==> config.mk <==
export PLATFORM = sky130hd
export DESIGN_NAME = ddr_example_driver
export DESIGN_NICKNAME = d
export VERILOG_FILES = /design/src/rtl/ddr_test_pkg.sv /design/src/rtl/lfsr8.sv /design/src/rtl/data_gen.sv /design/src/rtl/test_sequencer.sv /design/src/rtl/addr_gen.sv /design/src/rtl/byte_enable_gen.sv /design/src/rtl/read_checker.sv /design/src/rtl/ddr_example_driver.sv
export SDC_FILE = /design/constraint.sdc
export NUM_CORES = 1
export LEC_CHECK = 0
export BUFFER_PORTS_ARGS = -buffer_cell sky130_fd_sc_hd__buf_2
export CORE_ASPECT_RATIO = 1.5
export CORE_MARGIN = 2
export CORE_UTILIZATION = 55
export CTS_BUF_LIST = sky130_fd_sc_hd__clkbuf_4 sky130_fd_sc_hd__clkbuf_8
export DETAILED_ROUTE_END_ITERATION = 10
export HOLD_SLACK_MARGIN = 0.05
export PLACE_DENSITY = 0.79
export RECOVER_POWER = 100
export SLEW_MARGIN = 20
export SYNTH_ARGS = -nofsm -noshare
export SYNTH_HDL_FRONTEND = slang
export SYNTH_SLANG_ARGS = --single-unit
export TNS_END_PERCENT = 5
==> constraint.sdc <==
create_clock -name clk -period 3 [get_ports clk]
set_clock_uncertainty 0.2 [all_clocks]
set_input_delay 0.6 -clock clk [delete_from_list [all_inputs] [get_ports clk]]
set_output_delay 0.6 -clock clk [all_outputs]
set_load 0.01 [all_outputs]
==> src/rtl/ddr_test_pkg.sv <==
// shared widths, address limits, LFSR seeds, bus structs and FSM enums
package ddr_test_pkg;

  // --------------------
  // widths
  // --------------------
  localparam int num_lanes = 8;
  localparam int data_w    = 64;
  localparam int row_w     = 13;
  localparam int col_w     = 9;
  localparam int bank_w    = 2;

  // --------------------
  // sweep limits
  // --------------------
  localparam logic [row_w-1:0]  max_row     = 13'd3;
  localparam logic [col_w-1:0]  max_col     = 9'd16;
  localparam logic [bank_w-1:0] max_bank    = 2'd3;
  localparam logic              max_chipsel = 1'b0;
  // one local beat covers four column addresses
  localparam logic [col_w-1:0]  col_step    = 9'd4;

  // lane i starts from 10*i + 1
  localparam logic [num_lanes-1:0][7:0] lane_seeds = {
    8'd71, 8'd61, 8'd51, 8'd41, 8'd31, 8'd21, 8'd11, 8'd1
  };

  // passes run in this order when enabled
  localparam logic seq_addr_on = 1'b1;
  localparam logic dm_pin_on   = 1'b1;
  localparam logic addr_pin_on = 1'b1;

  typedef struct packed {
    logic              cs;
    logic [bank_w-1:0] bank;
    logic [row_w-1:0]  row;
    logic [col_w-1:0]  col;
  } mem_addr_t;

  typedef struct packed {
    logic [data_w-1:0] rdata;
    logic              rdata_valid;
  } rd_resp_t;

  typedef logic [num_lanes-1:0] byte_en_t;

  typedef enum logic [3:0] {
    st_idle,
    st_start,
    st_dm_fill,
    st_dm_drain,
    st_dm_rearm,
    st_write,
    st_write_end,
    st_read,
    st_read_drain,
    st_done
  } test_state_e;

  typedef enum logic [1:0] {
    mode_none,
    mode_seq_addr,
    mode_dm_pin,
    mode_addr_pin
  } test_mode_e;

endpackage

==> src/rtl/lfsr8.sv <==
// 8-bit Fibonacci LFSR lane with seed, load, enable and pause
`timescale 1ns/1ps

module lfsr8 (
  input  logic       clk,
  input  logic       reset_n,
  input  logic [7:0] seed,
  input  logic       enable,
  input  logic       load,
  input  logic [7:0] ldata,
  input  logic       pause,
  output logic [7:0] data
);

  logic feedback;

  // taps 7, 5, 4, 3
  assign feedback = data[7] ^ data[5] ^ data[4] ^ data[3];

  always_ff @(posedge clk or negedge reset_n)
  begin
    if (!reset_n)
    begin
      data <= seed;
    end
    else if (load)
    begin
      // rewind to a stored starting point
      data <= ldata;
    end
    else if (enable && !pause)
    begin
      data <= {data[6:0], feedback};
    end
  end

endmodule

==> src/rtl/data_gen.sv <==
// per-lane LFSR bank, starting-state capture and write data zero mux
`timescale 1ns/1ps

module data_gen
  import ddr_test_pkg::*;
(
  input  logic              clk,
  input  logic              reset_n,
  input  logic              step,
  input  logic              capture_seed,
  input  logic              lfsr_load,
  input  logic              lfsr_enable,
  input  logic              reset_data,
  output logic [data_w-1:0] wdata,
  output logic [data_w-1:0] lane_data
);

  logic [data_w-1:0] ldata;

  // one generator per byte lane
  for (genvar i = 0; i < num_lanes; i++)
  begin : g_lane
    lfsr8 u_lfsr (
      .clk     (clk),
      .reset_n (reset_n),
      .seed    (lane_seeds[i]),
      .enable  (lfsr_enable),
      .load    (lfsr_load),
      .ldata   (ldata[8*i +: 8]),
      .pause   (!step),
      .data    (lane_data[8*i +: 8])
    );
  end

  // state at the first write of a pass, replayed for the read-back
  always_ff @(posedge clk)
  begin
    if (capture_seed)
      ldata <= lane_data;
  end

  // zero fill during the first sweep of the DM pass
  assign wdata = reset_data ? '0 : lane_data;

endmodule

==> src/rtl/test_sequencer.sv <==
// pass FSM, request levels, outstanding-read counter and pass mode flags
`timescale 1ns/1ps

module test_sequencer
  import ddr_test_pkg::*;
(
  input  logic       clk,
  input  logic       reset_n,
  input  logic       local_ready,
  input  logic       rdata_valid,
  input  logic       reached_max,
  output logic       write_req,
  output logic       read_req,
  output test_mode_e mode,
  output logic       reset_address,
  output logic       reset_be,
  output logic       reset_data,
  output logic       capture_seed,
  output logic       lfsr_load,
  output logic       lfsr_enable,
  output logic       test_complete
);

  test_state_e state;
  logic        seq_addr_pend;
  logic        dm_pin_pend;
  logic        addr_pin_pend;
  logic [7:0]  rd_outstanding;
  logic        write_accept;
  logic        read_accept;

  assign write_accept = write_req & local_ready;
  assign read_accept  = read_req & local_ready;

  // --------------------
  // reads in flight
  // --------------------
  always_ff @(posedge clk or negedge reset_n)
  begin
    if (!reset_n)
      rd_outstanding <= '0;
    else if (read_accept && !rdata_valid)
      rd_outstanding <= rd_outstanding + 8'd1;
    else if (!read_accept && rdata_valid && rd_outstanding != '0)
      rd_outstanding <= rd_outstanding - 8'd1;
  end

  // --------------------
  // pass state machine
  // --------------------
  always_ff @(posedge clk or negedge reset_n)
  begin
    if (!reset_n)
    begin
      state         <= st_idle;
      mode          <= mode_none;
      seq_addr_pend <= 1'b0;
      dm_pin_pend   <= 1'b0;
      addr_pin_pend <= 1'b0;
      write_req     <= 1'b0;
      read_req      <= 1'b0;
      reset_address <= 1'b0;
      reset_be      <= 1'b0;
      reset_data    <= 1'b0;
      capture_seed  <= 1'b0;
      lfsr_load     <= 1'b0;
      lfsr_enable   <= 1'b0;
      test_complete <= 1'b0;
    end
    else
    begin
      case (state)
        st_idle:
        begin
          seq_addr_pend <= seq_addr_on;
          dm_pin_pend   <= dm_pin_on;
          addr_pin_pend <= addr_pin_on;
          test_complete <= 1'b0;
          state         <= st_start;
        end

        st_start:
        begin
          reset_address <= 1'b0;
          reset_be      <= 1'b0;
          lfsr_enable   <= 1'b1;
          capture_seed  <= seq_addr_pend | dm_pin_pend | addr_pin_pend;
          // lowest pending pass goes first
          if (seq_addr_pend)
          begin
            mode      <= mode_seq_addr;
            write_req <= 1'b1;
            state     <= st_write;
          end
          else if (dm_pin_pend)
          begin
            mode       <= mode_dm_pin;
            reset_data <= 1'b1;
            write_req  <= 1'b1;
            state      <= st_dm_fill;
          end
          else if (addr_pin_pend)
          begin
            mode      <= mode_addr_pin;
            write_req <= 1'b1;
            state     <= st_write;
          end
          else
          begin
            state <= st_done;
          end
        end

        // zero writes over the whole region
        st_dm_fill:
        begin
          capture_seed <= 1'b0;
          if (write_accept && reached_max)
          begin
            write_req <= 1'b0;
            state     <= st_dm_drain;
          end
        end

        st_dm_drain:
        begin
          reset_be      <= 1'b1;
          reset_address <= 1'b1;
          lfsr_load     <= 1'b1;
          state         <= st_dm_rearm;
        end

        // masked rewrite starts from the same address and data
        st_dm_rearm:
        begin
          reset_be      <= 1'b0;
          reset_address <= 1'b0;
          lfsr_load     <= 1'b0;
          reset_data    <= 1'b0;
          write_req     <= 1'b1;
          state         <= st_write;
        end

        st_write:
        begin
          capture_seed <= 1'b0;
          if (write_accept && reached_max)
          begin
            reset_address <= 1'b1;
            write_req     <= 1'b0;
            state         <= st_write_end;
          end
        end

        st_write_end:
        begin
          reset_address <= 1'b0;
          lfsr_load     <= 1'b1;
          reset_be      <= 1'b1;
          read_req      <= 1'b1;
          state         <= st_read;
        end

        st_read:
        begin
          lfsr_load <= 1'b0;
          reset_be  <= 1'b0;
          if (read_accept && reached_max)
          begin
            read_req <= 1'b0;
            state    <= st_read_drain;
          end
        end

        // hold until every read has been answered
        st_read_drain:
        begin
          if (rd_outstanding == '0)
          begin
            reset_address <= 1'b1;
            mode          <= mode_none;
            case (mode)
              mode_seq_addr: seq_addr_pend <= 1'b0;
              mode_dm_pin:   dm_pin_pend   <= 1'b0;
              mode_addr_pin: addr_pin_pend <= 1'b0;
              default:       ;
            endcase
            state <= st_start;
          end
        end

        st_done:
        begin
          reset_address <= 1'b0;
          lfsr_enable   <= 1'b0;
          test_complete <= 1'b1;
          state         <= st_idle;
        end

        default:
        begin
          state <= st_idle;
        end
      endcase
    end
  end

endmodule

==> src/rtl/addr_gen.sv <==
// sequential and walking-one address counter with end-of-region flag
`timescale 1ns/1ps

module addr_gen
  import ddr_test_pkg::*;
(
  input  logic       clk,
  input  logic       reset_n,
  input  logic       reset_address,
  input  logic       advance,
  input  test_mode_e mode,
  output mem_addr_t  addr,
  output logic       reached_max
);

  logic last_seq;

  assign last_seq = (addr.col == max_col) && (addr.row == max_row) &&
                    (addr.bank == max_bank) && (addr.cs == max_chipsel);

  // walking pattern ends when the row is all ones
  assign reached_max = (addr.row == {row_w{1'b1}}) || last_seq;

  always_ff @(posedge clk or negedge reset_n)
  begin
    if (!reset_n)
    begin
      addr <= '0;
    end
    else if (reset_address)
    begin
      addr <= '0;
    end
    else if (advance)
    begin
      if (mode == mode_addr_pin)
      begin
        // --------------------
        // one-hot walk
        // --------------------
        if (addr.row == '0)
        begin
          addr.row <= 13'd1;
          addr.col <= 9'd4;
        end
        else if (addr.row == {1'b1, {(row_w-1){1'b0}}})
        begin
          // switch to a walking zero
          addr.row <= {{(row_w-1){1'b1}}, 1'b0};
          addr.col <= 9'b111111000;
        end
        else if (addr.row == {1'b0, {(row_w-1){1'b1}}})
        begin
          addr.row <= {row_w{1'b1}};
          addr.col <= 9'b111111100;
        end
        else
        begin
          addr.row           <= {addr.row[row_w-2:0], addr.row[row_w-1]};
          addr.col[col_w-1:2] <= {addr.col[col_w-2:2], addr.col[col_w-1]};
        end
        // bank and chip select toggle on every step
        addr.bank <= (addr.bank == max_bank) ? '0 : addr.bank + 1'b1;
        addr.cs   <= (addr.cs == max_chipsel) ? 1'b0 : addr.cs + 1'b1;
      end
      else if (addr.col >= max_col)
      begin
        // column wraps, carry into row, bank, cs
        addr.col <= '0;
        if (addr.row != max_row)
          addr.row <= addr.row + 1'b1;
        else
        begin
          addr.row <= '0;
          if (addr.bank != max_bank)
            addr.bank <= addr.bank + 1'b1;
          else
          begin
            addr.bank <= '0;
            addr.cs   <= (addr.cs == max_chipsel) ? 1'b0 : addr.cs + 1'b1;
          end
        end
      end
      else
      begin
        addr.col <= addr.col + col_step;
      end
    end
  end

endmodule

==> src/rtl/byte_enable_gen.sv <==
// rotating one-hot byte enable for the masked DM pass
`timescale 1ns/1ps

module byte_enable_gen
  import ddr_test_pkg::*;
(
  input  logic     clk,
  input  logic     reset_n,
  input  logic     reset_be,
  input  logic     rotate,
  input  logic     dm_mode,
  input  logic     reset_data,
  output byte_en_t be
);

  always_ff @(posedge clk or negedge reset_n)
  begin
    if (!reset_n)
      be <= '1;
    else if (reset_be && dm_mode)
      // masked sweeps start on lane 0
      be <= {{(num_lanes-1){1'b0}}, 1'b1};
    else if (rotate && dm_mode)
      be <= {be[num_lanes-2:0], be[num_lanes-1]};
    else if (reset_data || !dm_mode)
      // full writes outside the masked sweep
      be <= '1;
  end

endmodule

==> src/rtl/read_checker.sv <==
// masked per-lane read compare, result pipeline and sticky pass flag
`timescale 1ns/1ps

module read_checker
  import ddr_test_pkg::*;
(
  input  logic                 clk,
  input  logic                 reset_n,
  input  rd_resp_t             resp,
  input  logic [data_w-1:0]    lane_data,
  input  byte_en_t             be,
  output logic [num_lanes-1:0] pnf_per_byte,
  output logic                 pnf_persist
);

  logic [num_lanes-1:0] compare;
  logic [num_lanes-1:0] compare_reg;
  logic [num_lanes-1:0] compare_valid;
  logic                 last_valid;
  logic                 pnf_sticky;

  // disabled lanes are expected to read back zero
  always_comb
  begin
    for (int i = 0; i < num_lanes; i++)
      compare[i] = (lane_data[8*i +: 8] & {8{be[i]}}) == resp.rdata[8*i +: 8];
  end

  always_ff @(posedge clk or negedge reset_n)
  begin
    if (!reset_n)
    begin
      compare_reg   <= '1;
      compare_valid <= '1;
      pnf_per_byte  <= '1;
      last_valid    <= 1'b0;
      pnf_sticky    <= 1'b1;
      pnf_persist   <= 1'b1;
    end
    else
    begin
      compare_reg <= compare;
      last_valid  <= resp.rdata_valid;
      // only a real beat updates the result
      if (last_valid)
        compare_valid <= compare_reg;
      if (!(&compare_valid))
        pnf_sticky <= 1'b0;
      pnf_per_byte <= compare_valid;
      pnf_persist  <= pnf_sticky;
    end
  end

endmodule

==> src/rtl/ddr_example_driver.sv <==
// top level of the traffic driver, block wiring and the status word
`timescale 1ns/1ps

module ddr_example_driver
  import ddr_test_pkg::*;
(
  input  logic                 clk,
  input  logic                 reset_n,
  input  logic                 local_ready,
  input  logic [data_w-1:0]    local_rdata,
  input  logic                 local_rdata_valid,
  output mem_addr_t            local_addr,
  output byte_en_t             local_be,
  output logic [data_w-1:0]    local_wdata,
  output logic                 local_write_req,
  output logic                 local_read_req,
  output logic [num_lanes-1:0] pnf_per_byte,
  output logic                 pnf_persist,
  output logic                 test_complete,
  output logic [7:0]           test_status
);

  rd_resp_t          resp;
  test_mode_e        mode;
  logic              reset_address;
  logic              reset_be;
  logic              reset_data;
  logic              capture_seed;
  logic              lfsr_load;
  logic              lfsr_enable;
  logic              reached_max;
  logic              advance;
  logic              step;
  logic [data_w-1:0] lane_data;

  assign resp.rdata       = local_rdata;
  assign resp.rdata_valid = local_rdata_valid;

  // --------------------
  // handshake events
  // --------------------
  assign advance = (local_write_req | local_read_req) & local_ready;
  // zero-fill writes leave the data sequence untouched
  assign step    = (local_write_req & local_ready & ~reset_data) | resp.rdata_valid;

  test_sequencer u_sequencer (
    .clk           (clk),
    .reset_n       (reset_n),
    .local_ready   (local_ready),
    .rdata_valid   (resp.rdata_valid),
    .reached_max   (reached_max),
    .write_req     (local_write_req),
    .read_req      (local_read_req),
    .mode          (mode),
    .reset_address (reset_address),
    .reset_be      (reset_be),
    .reset_data    (reset_data),
    .capture_seed  (capture_seed),
    .lfsr_load     (lfsr_load),
    .lfsr_enable   (lfsr_enable),
    .test_complete (test_complete)
  );

  addr_gen u_addr_gen (
    .clk           (clk),
    .reset_n       (reset_n),
    .reset_address (reset_address),
    .advance       (advance),
    .mode          (mode),
    .addr          (local_addr),
    .reached_max   (reached_max)
  );

  data_gen u_data_gen (
    .clk          (clk),
    .reset_n      (reset_n),
    .step         (step),
    .capture_seed (capture_seed),
    .lfsr_load    (lfsr_load),
    .lfsr_enable  (lfsr_enable),
    .reset_data   (reset_data),
    .wdata        (local_wdata),
    .lane_data    (lane_data)
  );

  byte_enable_gen u_be_gen (
    .clk        (clk),
    .reset_n    (reset_n),
    .reset_be   (reset_be),
    .rotate     (step),
    .dm_mode    (mode == mode_dm_pin),
    .reset_data (reset_data),
    .be         (local_be)
  );

  read_checker u_checker (
    .clk          (clk),
    .reset_n      (reset_n),
    .resp         (resp),
    .lane_data    (lane_data),
    .be           (local_be),
    .pnf_per_byte (pnf_per_byte),
    .pnf_persist  (pnf_persist)
  );

  // one-hot pass indication, bit 7 marks the end of a run
  assign test_status = {test_complete, 3'b000, mode == mode_addr_pin,
                        mode == mode_dm_pin, 1'b0, mode == mode_seq_addr};

endmodule

Yosys cells after proc, flatten, opt, wreduce, memory -nomap -nowiden
Cells that the tools add are included.
{"block": "op_classes", "n_eq_ne": 42, "n_reduce_logical": 55, "n_mux": 77, "bitwise": 42, "magnitude_cmp": 1, "add_sub_neg": 6}
{"cell": "2-to-1 mux 8 bit", "count": 21}
{"cell": "2-to-1 mux 25 bit", "count": 3}
{"cell": "bitwise AND 8 bit", "count": 8}
{"cell": "== test 8 bit", "count": 8}
{"cell": "2-to-1 mux 64 bit", "count": 1}
{"cell": "2-to-1 mux 22 bit", "count": 2}
{"cell": "case mux 4 bit (9 select lines)", "count": 1}
{"cell": "2-to-1 mux 4 bit", "count": 7}
{"cell": "== test 13 bit (second input constant)", "count": 2}
{"cell": "AND reduction 3 bit", "count": 8}
{"cell": "nonzero test 2 bit", "count": 12}
{"cell": "XOR 1 bit", "count": 24}
{"cell": "2-to-1 mux 20 bit", "count": 1}
{"cell": "case mux 1 bit (2 select lines)", "count": 10}
{"cell": "2-to-1 mux 1 bit", "count": 17}
{"cell": "== test 4 x 3 -> 1 bit (second input constant)", "count": 4}
{"cell": "2-to-1 mux 16 bit", "count": 1}
{"cell": "2-to-1 mux 2 bit", "count": 7}
{"cell": "inequality test 2 x 1 -> 1 bit (second input constant)", "count": 7}
{"cell": "adder 13 x 1 -> 13 bit (second input constant)", "count": 1}
{"cell": "== test 13 x 12 -> 1 bit (second input constant)", "count": 1}
{"cell": "== test 13 x 2 -> 1 bit (second input constant)", "count": 1}
{"cell": "zero test 13 bit", "count": 1}
{"cell": "2-to-1 mux 13 bit", "count": 1}
{"cell": "39 further kinds", "count": 74}
{"block": "word_totals", "word_cells": 259, "ff_bits": 214, "out_inout_bits": 117, "in_bits": 68}

Depth between registers and ports, before layout
Gate-level depths: netlist (run 1).
{"block": "depth", "depth_word": 8, "mapped_depth": 10, "mapped_depth_nobuf": 9}

Worst setup path after synthesis (run 1)
No wires, ideal clock.
{"block": "synth_path", "kind": "in2reg", "start": "in local_ready", "end": "reg u_sequencer.rd_outstanding[7]", "path_slack_ns": 0.095, "path_buffers": 1, "t_required_ns": 2.721, "setup_ns": 0.079, "arrival_time_ns": 2.626, "cell_stages": 10, "path_cell_list": "clkbuf_1 > nand2_1 > nor2_1 > inv_1 > ha_1 > a21oi_1 > o211ai_1 > o41ai_1 > mux2_2 > mux2i_1"}
{"block": "synth_via", "elab_chain_cells": 5, "elab_cells_between_ends": 7, "classes_between": "mux: 1; bitwise: 1; reduce/logical: 5"}
{"item": "start, declared", "line_no": "ddr_example_driver.sv:9", "source": "input logic local_ready,"}
{"item": "bitwise AND 1 bit *", "line_no": "test_sequencer.sv:33", "source": "assign read_accept = read_req & local_ready;"}
{"item": "zero test 1 bit", "line_no": "test_sequencer.sv:44", "source": "else if (!read_accept && rdata_valid && rd_outstanding != '0)"}
{"item": "logical AND 1 bit (2 in series)", "line_no": "test_sequencer.sv:44"}
{"item": "nonzero test 2 bit (no line)"}
{"item": "end signal, assigned", "line_no": "test_sequencer.sv:43", "source": "rd_outstanding <= rd_outstanding + 8'd1;"}
{"item": "end signal, assigned", "line_no": "test_sequencer.sv:45", "source": "rd_outstanding <= rd_outstanding - 8'd1;"}
{"item": "end, declared", "line_no": "test_sequencer.sv:28", "source": "logic [7:0] rd_outstanding;"}
Mark *: on every way between the ends. The rest lies on a longest branch, timed or not.
A chain may end at the register's enable or synchronous reset.

Worst setup path after layout (run 1)
{"block": "layout_path", "start": "reg u_addr_gen.addr[16] in the netlist's numbering", "end": "reg u_sequencer.state[2]"}
{"block": "layout_via", "elab_chain_cells": 8, "elab_cells_between_ends": 12, "classes_between": "eq/ne: 5; reduce/logical: 7"}
{"item": "start, declared", "line_no": "addr_gen.sv:12", "source": "output mem_addr_t addr,"}
{"item": "== test 13 x 2 -> 1 bit", "line_no": "addr_gen.sv:18", "source": "assign last_seq = (addr.col == max_col) && (addr.row == max_row) &&"}
{"item": "logical AND 1 bit (2 in series)", "line_no": "addr_gen.sv:18"}
{"item": "logical AND 1 bit", "line_no": "addr_gen.sv:19", "source": "(addr.bank == max_bank) && (addr.cs == max_chipsel);"}
{"item": "logical OR 1 bit *", "line_no": "addr_gen.sv:22", "source": "assign reached_max = (addr.row == {row_w{1'b1}}) || last_seq;"}
{"item": "logical AND 1 bit, on equally long branches", "line_no": "test_sequencer.sv:168, test_sequencer.sv:118, test_sequencer.sv:147"}
{"item": "inequality test 2 x 1 -> 1 bit (no line)"}
{"item": "AND reduction 4 bit (no line) *"}
{"item": "end signal, assigned", "line_no": "test_sequencer.sv:161", "source": "state <= st_read;"}
{"item": "end signal, assigned", "line_no": "test_sequencer.sv:171", "source": "state <= st_read_drain;"}
{"item": "end signal, assigned", "line_no": "test_sequencer.sv:188", "source": "state <= st_start;"}
{"item": "end, declared", "line_no": "test_sequencer.sv:24", "source": "test_state_e state;"}
Marks and branches as above.

==> metrics, run 1 <==
status finished, violations left; violated checks max-capacitance violations, max-slew violations; total grt overflow 0; worst setup path end u_sequencer.state[2]; post-synthesis async set-or-reset flop share 0.697; routability congestion estimate 0.936; P_leak 0.00537 uW; total routed wirelength 27100 um; DRC 0; Min Hold Slack 0.170 ns; HPWL after detailed placement 18600 um; Post-Syn Area per Cell 9.82 um2; Worst Path Required 3.24 ns; Power Dens Cells 818 mW/mm2; met1 usage 0.305; vias 9199; main combinational cell family by area after synthesis simple AND/OR/NAND/NOR gates; CTS clk-pin slew, worst paths 0.07 ns; final std cells w/o fill 1616; FF-to-FF setup slack 0.17 ns; Post-Synth Adder-Cell Area 0.0138; distinct cell type count after synthesis 71; final period utilization 0.943; clock buffer depth 3; DRT iter0 DRCs 528; largest net degree at the start of global routing 73; relative slew slack -0.121; Num CTS Buffers 31; Initial Utilization 0.560; post-synthesis sequential area ratio 0.496; Synth Area in Compound Gates 0.148; placed insts 1557; EDFF count, synth 64; via/cell ratio 5.69; worst slew pin tran 1.68 ns; Avg WL per Cell 16.8 um; first-pass GRT wire length 43700 um; first-pass iteration count of the detailed router 7; die width 122 um; startpoint types flip-flop; CORE AREA 0.0204 mm2; Simple-Gate Fraction of Synth Area 0.186; clock sinks 211; Area Overhead vs Synth 14.1%; Die H 181 um; layout cells sized above 1 0.145; Cell Area, Synth 0.0114 mm2; Synth Flop Type dfrtp_1; RR Startpoint u_addr_gen.addr[16]; CTS tree yes; ant diodes 0; Setup crit start u_addr_gen.addr[16]; unrepaired setup endpoints after global routing false; Setup CP Type reg2reg; most common cell after layout, fill and taps aside o21ai_0; Critical Path AT 3.07 ns; area of the die 0.0220 mm2; Post-Synth XOR/XNOR Area 0.0551; Final Critical Period 2.83 ns; Total GRT Usage 0.242; Hold Vio Cnt, Final 0; Worst Setup End Kind flip-flop; hold crit path type in2reg; CP max stage cell nor4_1; Largest delay share family, worst path simple AND/OR/NAND/NOR gates; met2 Usage GRT 0.425; worst vdd ir 0.431 mV; CP Depth 5; htree depth 1; num rows 64; cell depth of the worst hold path 4; Pins Over Slew Limit 124; r2r endpoint u_sequencer.state[2]; Most Used Layer, Global Route met2; critical path, cell by cell nor4_1 > nand4_2 > or2_0 > a21boi_0 > mux2_1; Clock Latency Late Sink 0.57 ns; Seq cells post-synth 211; I/O pin count 185; post-route ant nets 0; most frequent cells in the layout o21ai_0 (173), nand2_1 (108), clkbuf_1 (104); IO Port Bufs 177; crit-path max FO 7; post-synthesis mux area share 0.0652; Synth Instances 1166; max-cap viol count 2; M3 GR Usage 0.0313; fmax 353 MHz; nets 1407; Setup Viol. Count Final 0; biggest regs u_data_gen.g_lane.u_lfsr.data (64), u_data_gen.ldata (64), u_addr_gen.addr (22); Root Driver clkbuf_8; Worst path max stage delay 0.62 ns; Warnings, synthesis 0; vias in the first global route 8998; R2R cell count 5; initial antenna violation count 0; crit path buf inv count 0; Post-Route Setup TNS 0 ns
[per-layer routing]
metal  wire (um)  vias to the layer above  part of all wire
li1            -                     4457                 -
met3        1270                       51             0.047
met1       11300                     4429              0.42
met5           0                        -                 0
met4         801                        0             0.030
met2       13700                      262              0.51
[how the worst min path moves through the flow]
stage | from | end
2_1_floorplan | reset_n | u_addr_gen.addr[10]
3_3_place_gp | u_checker.pnf_sticky | u_checker.pnf_persist
3_5_place_dp | u_checker.pnf_sticky | u_checker.pnf_persist
4_1_cts | local_rdata_valid | u_checker.last_valid
5_1_grt | u_checker.pnf_sticky | u_checker.pnf_persist
6_report | local_rdata[14] | u_checker.compare_reg[1]
[per-stage QoR]
step | setup WS, ns | power, uW | util | instance area (um2)
2_1_floorplan | 0.0945 | 7140 | - | 11500
6_report | 0.171 | 10700 | 0.640 | 13100
5_1_grt | 0.0214 | 11400 | 0.640 | 13100
3_5_place_dp | -0.0539 | 8380 | 0.616 | 12600
3_3_place_gp | 0.0490 | 8200 | 0.616 | 12600
4_1_cts | 0.192 | 10900 | 0.651 | 13300
[Yosys cell counts (13+ instances only)]
master / count / share of area
nor2b_1: 69 / 0.038
mux2i_1: 61 / 0.053
xnor2_1: 63 / 0.048
inv_1: 13 / 0.0043
clkbuf_1: 52 / 0.017
o21ai_0: 168 / 0.073
nor2_1: 93 / 0.031
a22oi_1: 34 / 0.022
dfstp_2: 62 / 0.14
edfxtp_1: 64 / 0.17
dfrtp_1: 85 / 0.19
nand2_1: 107 / 0.035
nand3_1: 42 / 0.018
nand3b_1: 33 / 0.022
buf_2: 14 / 0.0061
a21oi_1: 35 / 0.015
nor3_1: 19 / 0.0083
nor4_1: 15 / 0.0082
[power breakdown]
group	internal (uW)	switching, uW	leakage [uW]
combinational	1730	1690	0.00269
clock	1430	1100	0.000369
sequential	3700	1040	0.00231
[worst reg2reg max path, cell delays in order (launching register included)]
cell and delay (ns):
dfrtp_1 0.46, nor4_1 0.62, nand4_2 0.31, or2_0 0.31, a21boi_0 0.43, mux2_1 0.37
[area by class of cell]
class / count / area [um2]
clock inverters: 5 / 55.1
inverters: 14 / 52.6
fillers: 1770 / 7360
repair buffers: 200 / 936
flip-flops and latches: 211 / 5680
multi-input cells: 869 / 5360
well taps: 264 / 330
clock buffers: 53 / 642
[cells by family (layout without fill, tap and decap cells)]
family | Yosys count | count (layout)
flip-flops | 211 | 211
multiplexers | 73 | 73
buffers and inverters | 92 | 272
AO/OA/AOI/OAI | 293 | 293
other | 1 | 7
XOR/XNOR | 72 | 72
AND/OR/NAND/NOR | 412 | 412
adder cells (fa/ha/maj) | 12 | 12
[what timing repair did]
| action | 4_1_cts | 5_1_grt |
|---|---|---|
| hold buffers | 1 | 0 |
| endpoints found under the setup margin | 0 | 1 |
| resized for setup | 0 | 1 |
| setup buffers | 0 | 0 |
| hold endpoints to repair | 28 | 0 |
Power figures use the tool's default switching activity.
==> inputs of run 2 (changes only) <==
PLACE_DENSITY = 0.83   (was 0.79)
==> metrics, run 2 (synthesis results as in run 1) <==
met2 Usage GRT 0.429 (+0.00358); DRT iter0 DRCs 622 (+18%); CTS tree yes; Setup crit start u_sequencer.read_req; crit-path max FO 8 (+1); placed insts 1556 (-0.064%); status complete, no violations; IO Port Bufs 177 (unchanged); Power Dens Cells 819 mW/mm2 (about the same); P_leak 0.00536 uW (-0.22%); CTS clk-pin slew, worst paths 0.06 ns (about the same); biggest regs u_data_gen.g_lane.u_lfsr.data (64), u_data_gen.ldata (64), u_addr_gen.addr (22); sequential fraction of design power 0.447 (+0.003); Worst Path Required 3.24 ns (about the same); Clock power frac 0.231 (-0.005); worst vdd ir 0.500 mV (+16%); total routed wirelength 27400 um (+1.0%); unrepaired setup endpoints after global routing false; first-pass iteration count of the detailed router 5 (-2); Final Critical Period 2.80 ns (-0.0320 ns); clock sinks 211 (unchanged); RR Startpoint u_sequencer.read_req; post-route ant nets 0 (unchanged); startpoint types flip-flop; Sw Ratio 0.362 (+0.00414); relative slew slack 0.0466 (+0.168); num rows 64 (unchanged); CORE AREA 0.0204 mm2 (unchanged); final std cells w/o fill 1619 (+0.19%); die width 122 um (unchanged); fmax 358 MHz (+1.1%); most common cell after layout, fill and taps aside o21ai_0; Int Power 6800 uW (-0.82%); Clock Latency Late Sink 0.51 ns (-0.06 ns); via/cell ratio 5.79 (+1.8%); total grt overflow 0 (unchanged); final period utilization 0.932 (-0.0107); vias 9379 (+2.0%); layout cells sized above 1 0.143 (-0.00180); initial antenna violation count 0 (unchanged); ant diodes 0 (unchanged); Hold Vio Cnt, Final 0 (unchanged); Worst Setup End Kind flip-flop; Pins Over Slew Limit 0 (-100%); Setup CP Type reg2reg; Root Driver clkbuf_8; Die H 181 um (unchanged); vias in the first global route 8892 (-1.2%); met1 usage 0.295 (-0.00909); Avg WL per Cell 16.9 um (+0.83%); hold crit path type in2reg; worst slew pin tran 1.43 ns (-0.252 ns); first-pass GRT wire length 43600 um (-0.21%); routability congestion estimate 0.901 (-3.8%); Area Overhead vs Synth 13.8%; Total GRT Usage 0.243 (+0.000707); Setup Viol. Count Final 0 (unchanged); Net Sw Power 3860 uW (+0.98%); I/O pin count 185 (unchanged); power consumption 10700 uW (-0.17%); hold path start local_rdata_valid; Critical Path AT 3.03 ns (-0.04 ns); max-cap viol count 0 (-2); area of the die 0.0220 mm2 (unchanged); Most Used Layer, Global Route met2; Num CTS Buffers 34 (+9.7%); clock buffer depth 3 (unchanged); Initial Utilization 0.560 (unchanged); HPWL after detailed placement 18800 um (+0.71%); largest net degree at the start of global routing 69 (-5.5%); Logic pwr share 0.322 (+0.002); M3 GR Usage 0.0396 (+0.00823); DRC 0 (unchanged); nets 1409 (+0.14%); Min Hold Slack 0.0960 ns (-0.0739 ns); htree depth 2 (+1); most frequent cells in the layout o21ai_0 (175), nand2_1 (107), clkbuf_1 (104)
-- run 2: power groups by stage --
stage,Sequential (uW),Clock (uW),Combinational [uW]
after global placement,4790,0,3410
after global routing,4890,2670,3840
after detailed placement,4850,0,3560
final,4760,2470,3440
after floorplan,4410,0,2720
after CTS,4820,2540,3580
-- run 2: path summary, 6_finish.rpt --
path | endpoint | slack, ns | cells past startpoint
min in group asynchronous | u_data_gen.g_lane[1].u_lfsr.data[5] | 0.77 | 2
setup reg to reg | u_sequencer.rd_outstanding[7] | 0.20 | 9
hold reg to reg | u_checker.pnf_persist | 0.17 | 0
setup / recovery | u_sequencer.rd_outstanding[7] | 0.20 | 9
hold / removal | u_checker.last_valid | 0.1 | 1
max in group asynchronous | u_addr_gen.addr[16] | 0.51 | 3
-- run 2: cell type report --
| class | count | area [um2] |
|---|---|---|
| Timing Repair Buffer | 199 | 921 |
| Fill cell | 1687 | 7400 |
| Tap cell | 264 | 330 |
| Inverter | 14 | 52.6 |
| Clock buffer | 54 | 643 |
| Multi-Input combinational cell | 869 | 5350 |
| Clock inverter | 8 | 43.8 |
| Sequential cell | 211 | 5680 |
-- run 2: per-layer routing --
layer | share of wire | up-vias
met1 | 0.40 | 4524
met2 | 0.52 | 350
li1 | - | 4451
met5 | 0 | -
met4 | 0.026 | 0
met3 | 0.056 | 54
-- run 2: through the flow --
| stage | worst slack [ns] | util | setup TNS (ns) | cell area [um2] |
|---|---|---|---|---|
| 2_1_floorplan | 0.0945 | - | 0 | 11500 |
| 3_5_place_dp | -0.0920 | 0.615 | -0.0920 | 12600 |
| 4_1_cts | 0.129 | 0.649 | 0 | 13300 |
| 3_3_place_gp | 0.0791 | 0.615 | 0 | 12600 |
| 6_report | 0.203 | 0.638 | 0 | 13000 |
| 5_1_grt | 0.0678 | 0.638 | 0 | 13000 |
-- run 2: what timing repair did --
item | CTS | global route
endpoints found under the setup margin | 0 | 1
hold buffers | 1 | 0
hold endpoints to repair | 31 | 0
gates resized for setup | 0 | 1
buffers inserted | 0 | 0
-- run 2: critical path: stages (launching register included) --
cell      delay (ns)
dfrtp_1         0.43
nand2_1         0.13
nor2_1          0.18
inv_1           0.21
ha_1            0.34
a21oi_1         0.20
o211ai_1        0.17
o41ai_2         0.32
mux2_2          0.39
mux2i_1         0.13
==> inputs of run 3 (changes only) <==
PLACE_DENSITY = 0.78   (was 0.83)
TNS_END_PERCENT = 10   (was 5)
==> metrics, run 3 (synthesis results as in run 1) <==
status complete, no violations; HPWL after detailed placement 18300 um (-2.3%); Final Critical Period 2.82 ns (+0.0276 ns); Power Dens Cells 838 mW/mm2 (+2.4%); cell depth of the worst hold path 0 (-1); hold crit path type reg2reg; Setup CP Type reg2reg; dpl ws -0.00921 ns (+0.0828 ns); CTS clk-pin slew, worst paths 0.06 ns (about the same); Int Power 7220 uW (+6.1%); max-cap viol count 0 (unchanged); Critical Path AT 3.10 ns (+0.07 ns); post-route ant nets 0 (unchanged); area of the die 0.0220 mm2 (unchanged); Root Driver clkbuf_8; most frequent cells in the layout o21ai_0 (173), nand2_1 (107), clkbuf_1 (105); Logic pwr share 0.309 (-0.013); Worst Setup End Kind flip-flop; biggest regs u_data_gen.g_lane.u_lfsr.data (64), u_data_gen.ldata (64), u_addr_gen.addr (22); worst vdd ir 0.653 mV (+31%); first-pass iteration count of the detailed router 5 (unchanged); WHS Endpoint u_checker.pnf_persist; Area Overhead vs Synth 14.8%; P_leak 0.00541 uW (+0.98%); clock buffer depth 3 (unchanged); startpoint types flip-flop; final std cells w/o fill 1618 (-0.062%); FF-to-FF setup slack 0.18 ns (-0.03 ns); first-pass GRT wire length 43400 um (-0.40%); Total GRT Usage 0.241 (-0.00217); r2r endpoint u_sequencer.mode[0]; IO Port Bufs 177 (unchanged); Net Sw Power 3790 uW (-1.8%); CTS tree yes; setup ws final 0.175 ns (-0.0276 ns); crit-path max FO 13 (+5); most common cell after layout, fill and taps aside o21ai_0; die width 122 um (unchanged); I/O pin count 185 (unchanged); DRC 0 (unchanged); nets 1409 (unchanged); Initial Utilization 0.560 (unchanged); total routed wirelength 26800 um (-2.1%); Hold Vio Cnt, Final 0 (unchanged); met3 routed WL 1600 um (+4.5%); num rows 64 (unchanged); Worst Path Required 3.27 ns (+0.03 ns); relative slew slack 0.136 (+0.0898); power consumption 11000 uW (+3.3%); Pins Over Slew Limit 0 (unchanged); Sw Ratio 0.344 (-0.0178); vias in the first global route 8741 (-1.7%); RR Startpoint u_sequencer.state[1]; routability congestion estimate 0.913 (+1.3%); met2 wire length 13400 um (-5.4%); DRT iter0 DRCs 621 (-0.16%); sequential fraction of design power 0.430 (-0.017); htree depth 1 (-1); total grt overflow 0 (unchanged); hold path start u_checker.pnf_sticky; Clock power frac 0.260 (+0.029); Die H 181 um (unchanged); vias 9180 (-2.1%); Num CTS Buffers 31 (-8.8%); placed insts 1559 (+0.19%); worst slew pin tran 1.30 ns (-0.135 ns); CORE AREA 0.0204 mm2 (unchanged); via/cell ratio 5.67 (-2.1%); postcts setup bufs 0 (unchanged); met1 WL 11100 um (+1.7%); clock sinks 211 (unchanged); R2R cell count 5 (-4); initial antenna violation count 3 (+3); unrepaired setup endpoints after global routing false; Clock Latency Late Sink 0.56 ns (+0.05 ns); fmax 354 MHz (-0.98%); largest net degree at the start of global routing 73 (+5.8%); layout cells sized above 1 0.146 (+0.00243); final period utilization 0.942 (+0.00920); Avg WL per Cell 16.6 um (-2.0%); Setup Viol. Count Final 0 (unchanged); Top Metal Used met5
[run 3: changes by cell type in the layout (fill, tap and decap cells not counted), sizes merged]
| cell | change |
|---|---|
| clkinvlp | -2 |
| buf | +4 |
| diode | +1 |
| clkbuf | -8 |
| bufinv | +6 |
| inv | -1 |
| clkinv | -1 |
[run 3: critical path, stage by stage (launching register included)]
cell     delay [ns]
dfrtp_1        0.53
or4b_1         0.70
nor4_1         0.89
or2_2          0.26
o21ai_0        0.08
o21ai_0        0.08
[run 3: worst max-delay path by stage]
stage                                    start                            end  slack (ns)  cells after the start
after floorplan                    local_ready  u_sequencer.rd_outstanding[7]        0.09                     10
after global placement             local_ready  u_sequencer.rd_outstanding[7]       -0.03                     11
after detailed placement           local_ready  u_sequencer.rd_outstanding[7]      -0.009                     11
after CTS                 u_sequencer.read_req  u_sequencer.rd_outstanding[7]        0.24                     10
after global routing      u_sequencer.state[1]            u_sequencer.mode[0]        0.04                      5
final                     u_sequencer.state[1]            u_sequencer.mode[0]        0.18                      5
[run 3: repair_timing]
item                                    4_1_cts  5_1_grt
hold endpoints to repair                     18        0
endpoints found under the setup margin        0        1
hold buffers                                  1        0
resized for setup                             0        1
[run 3: metal layers]
layer  track usage  vias up
met1         0.307     4423
met4        0.0740        2
met5             0        -
met3        0.0456       36
met2         0.413      261
li1              -     4458
[run 3: power by group through the flow]
stage	combinational (uW)	clock, uW	sequential, uW
finish	3410	2860	4740
global route	3850	3050	4870
CTS	3580	2930	4800
detailed placement	3560	0	4840
global placement	3460	0	4800
floorplan	2720	0	4410
[run 3: through the flow]
step / TNS [ns] / hold WS (ns) / util / area (um2)
global route: 0 / 0.173 / 0.643 / 13100
global placement: -0.0270 / 0.156 / 0.616 / 12600
detailed placement: -0.00921 / 0.159 / 0.616 / 12600
CTS: 0 / 0.0950 / 0.655 / 13400
finish: 0 / 0.167 / 0.643 / 13100
floorplan: 0 / 0.104 / - / 11500
[run 3: area by class of cell]
class | count | area (um2)
clock inverter | 10 | 200
multi-input combinational | 869 | 5350
fill | 1755 | 7280
tap | 264 | 330
antenna | 1 | 2.50
inverter | 14 | 52.6
sequential | 211 | 5680
timing repair buffer | 202 | 930
clock buffer | 47 | 591
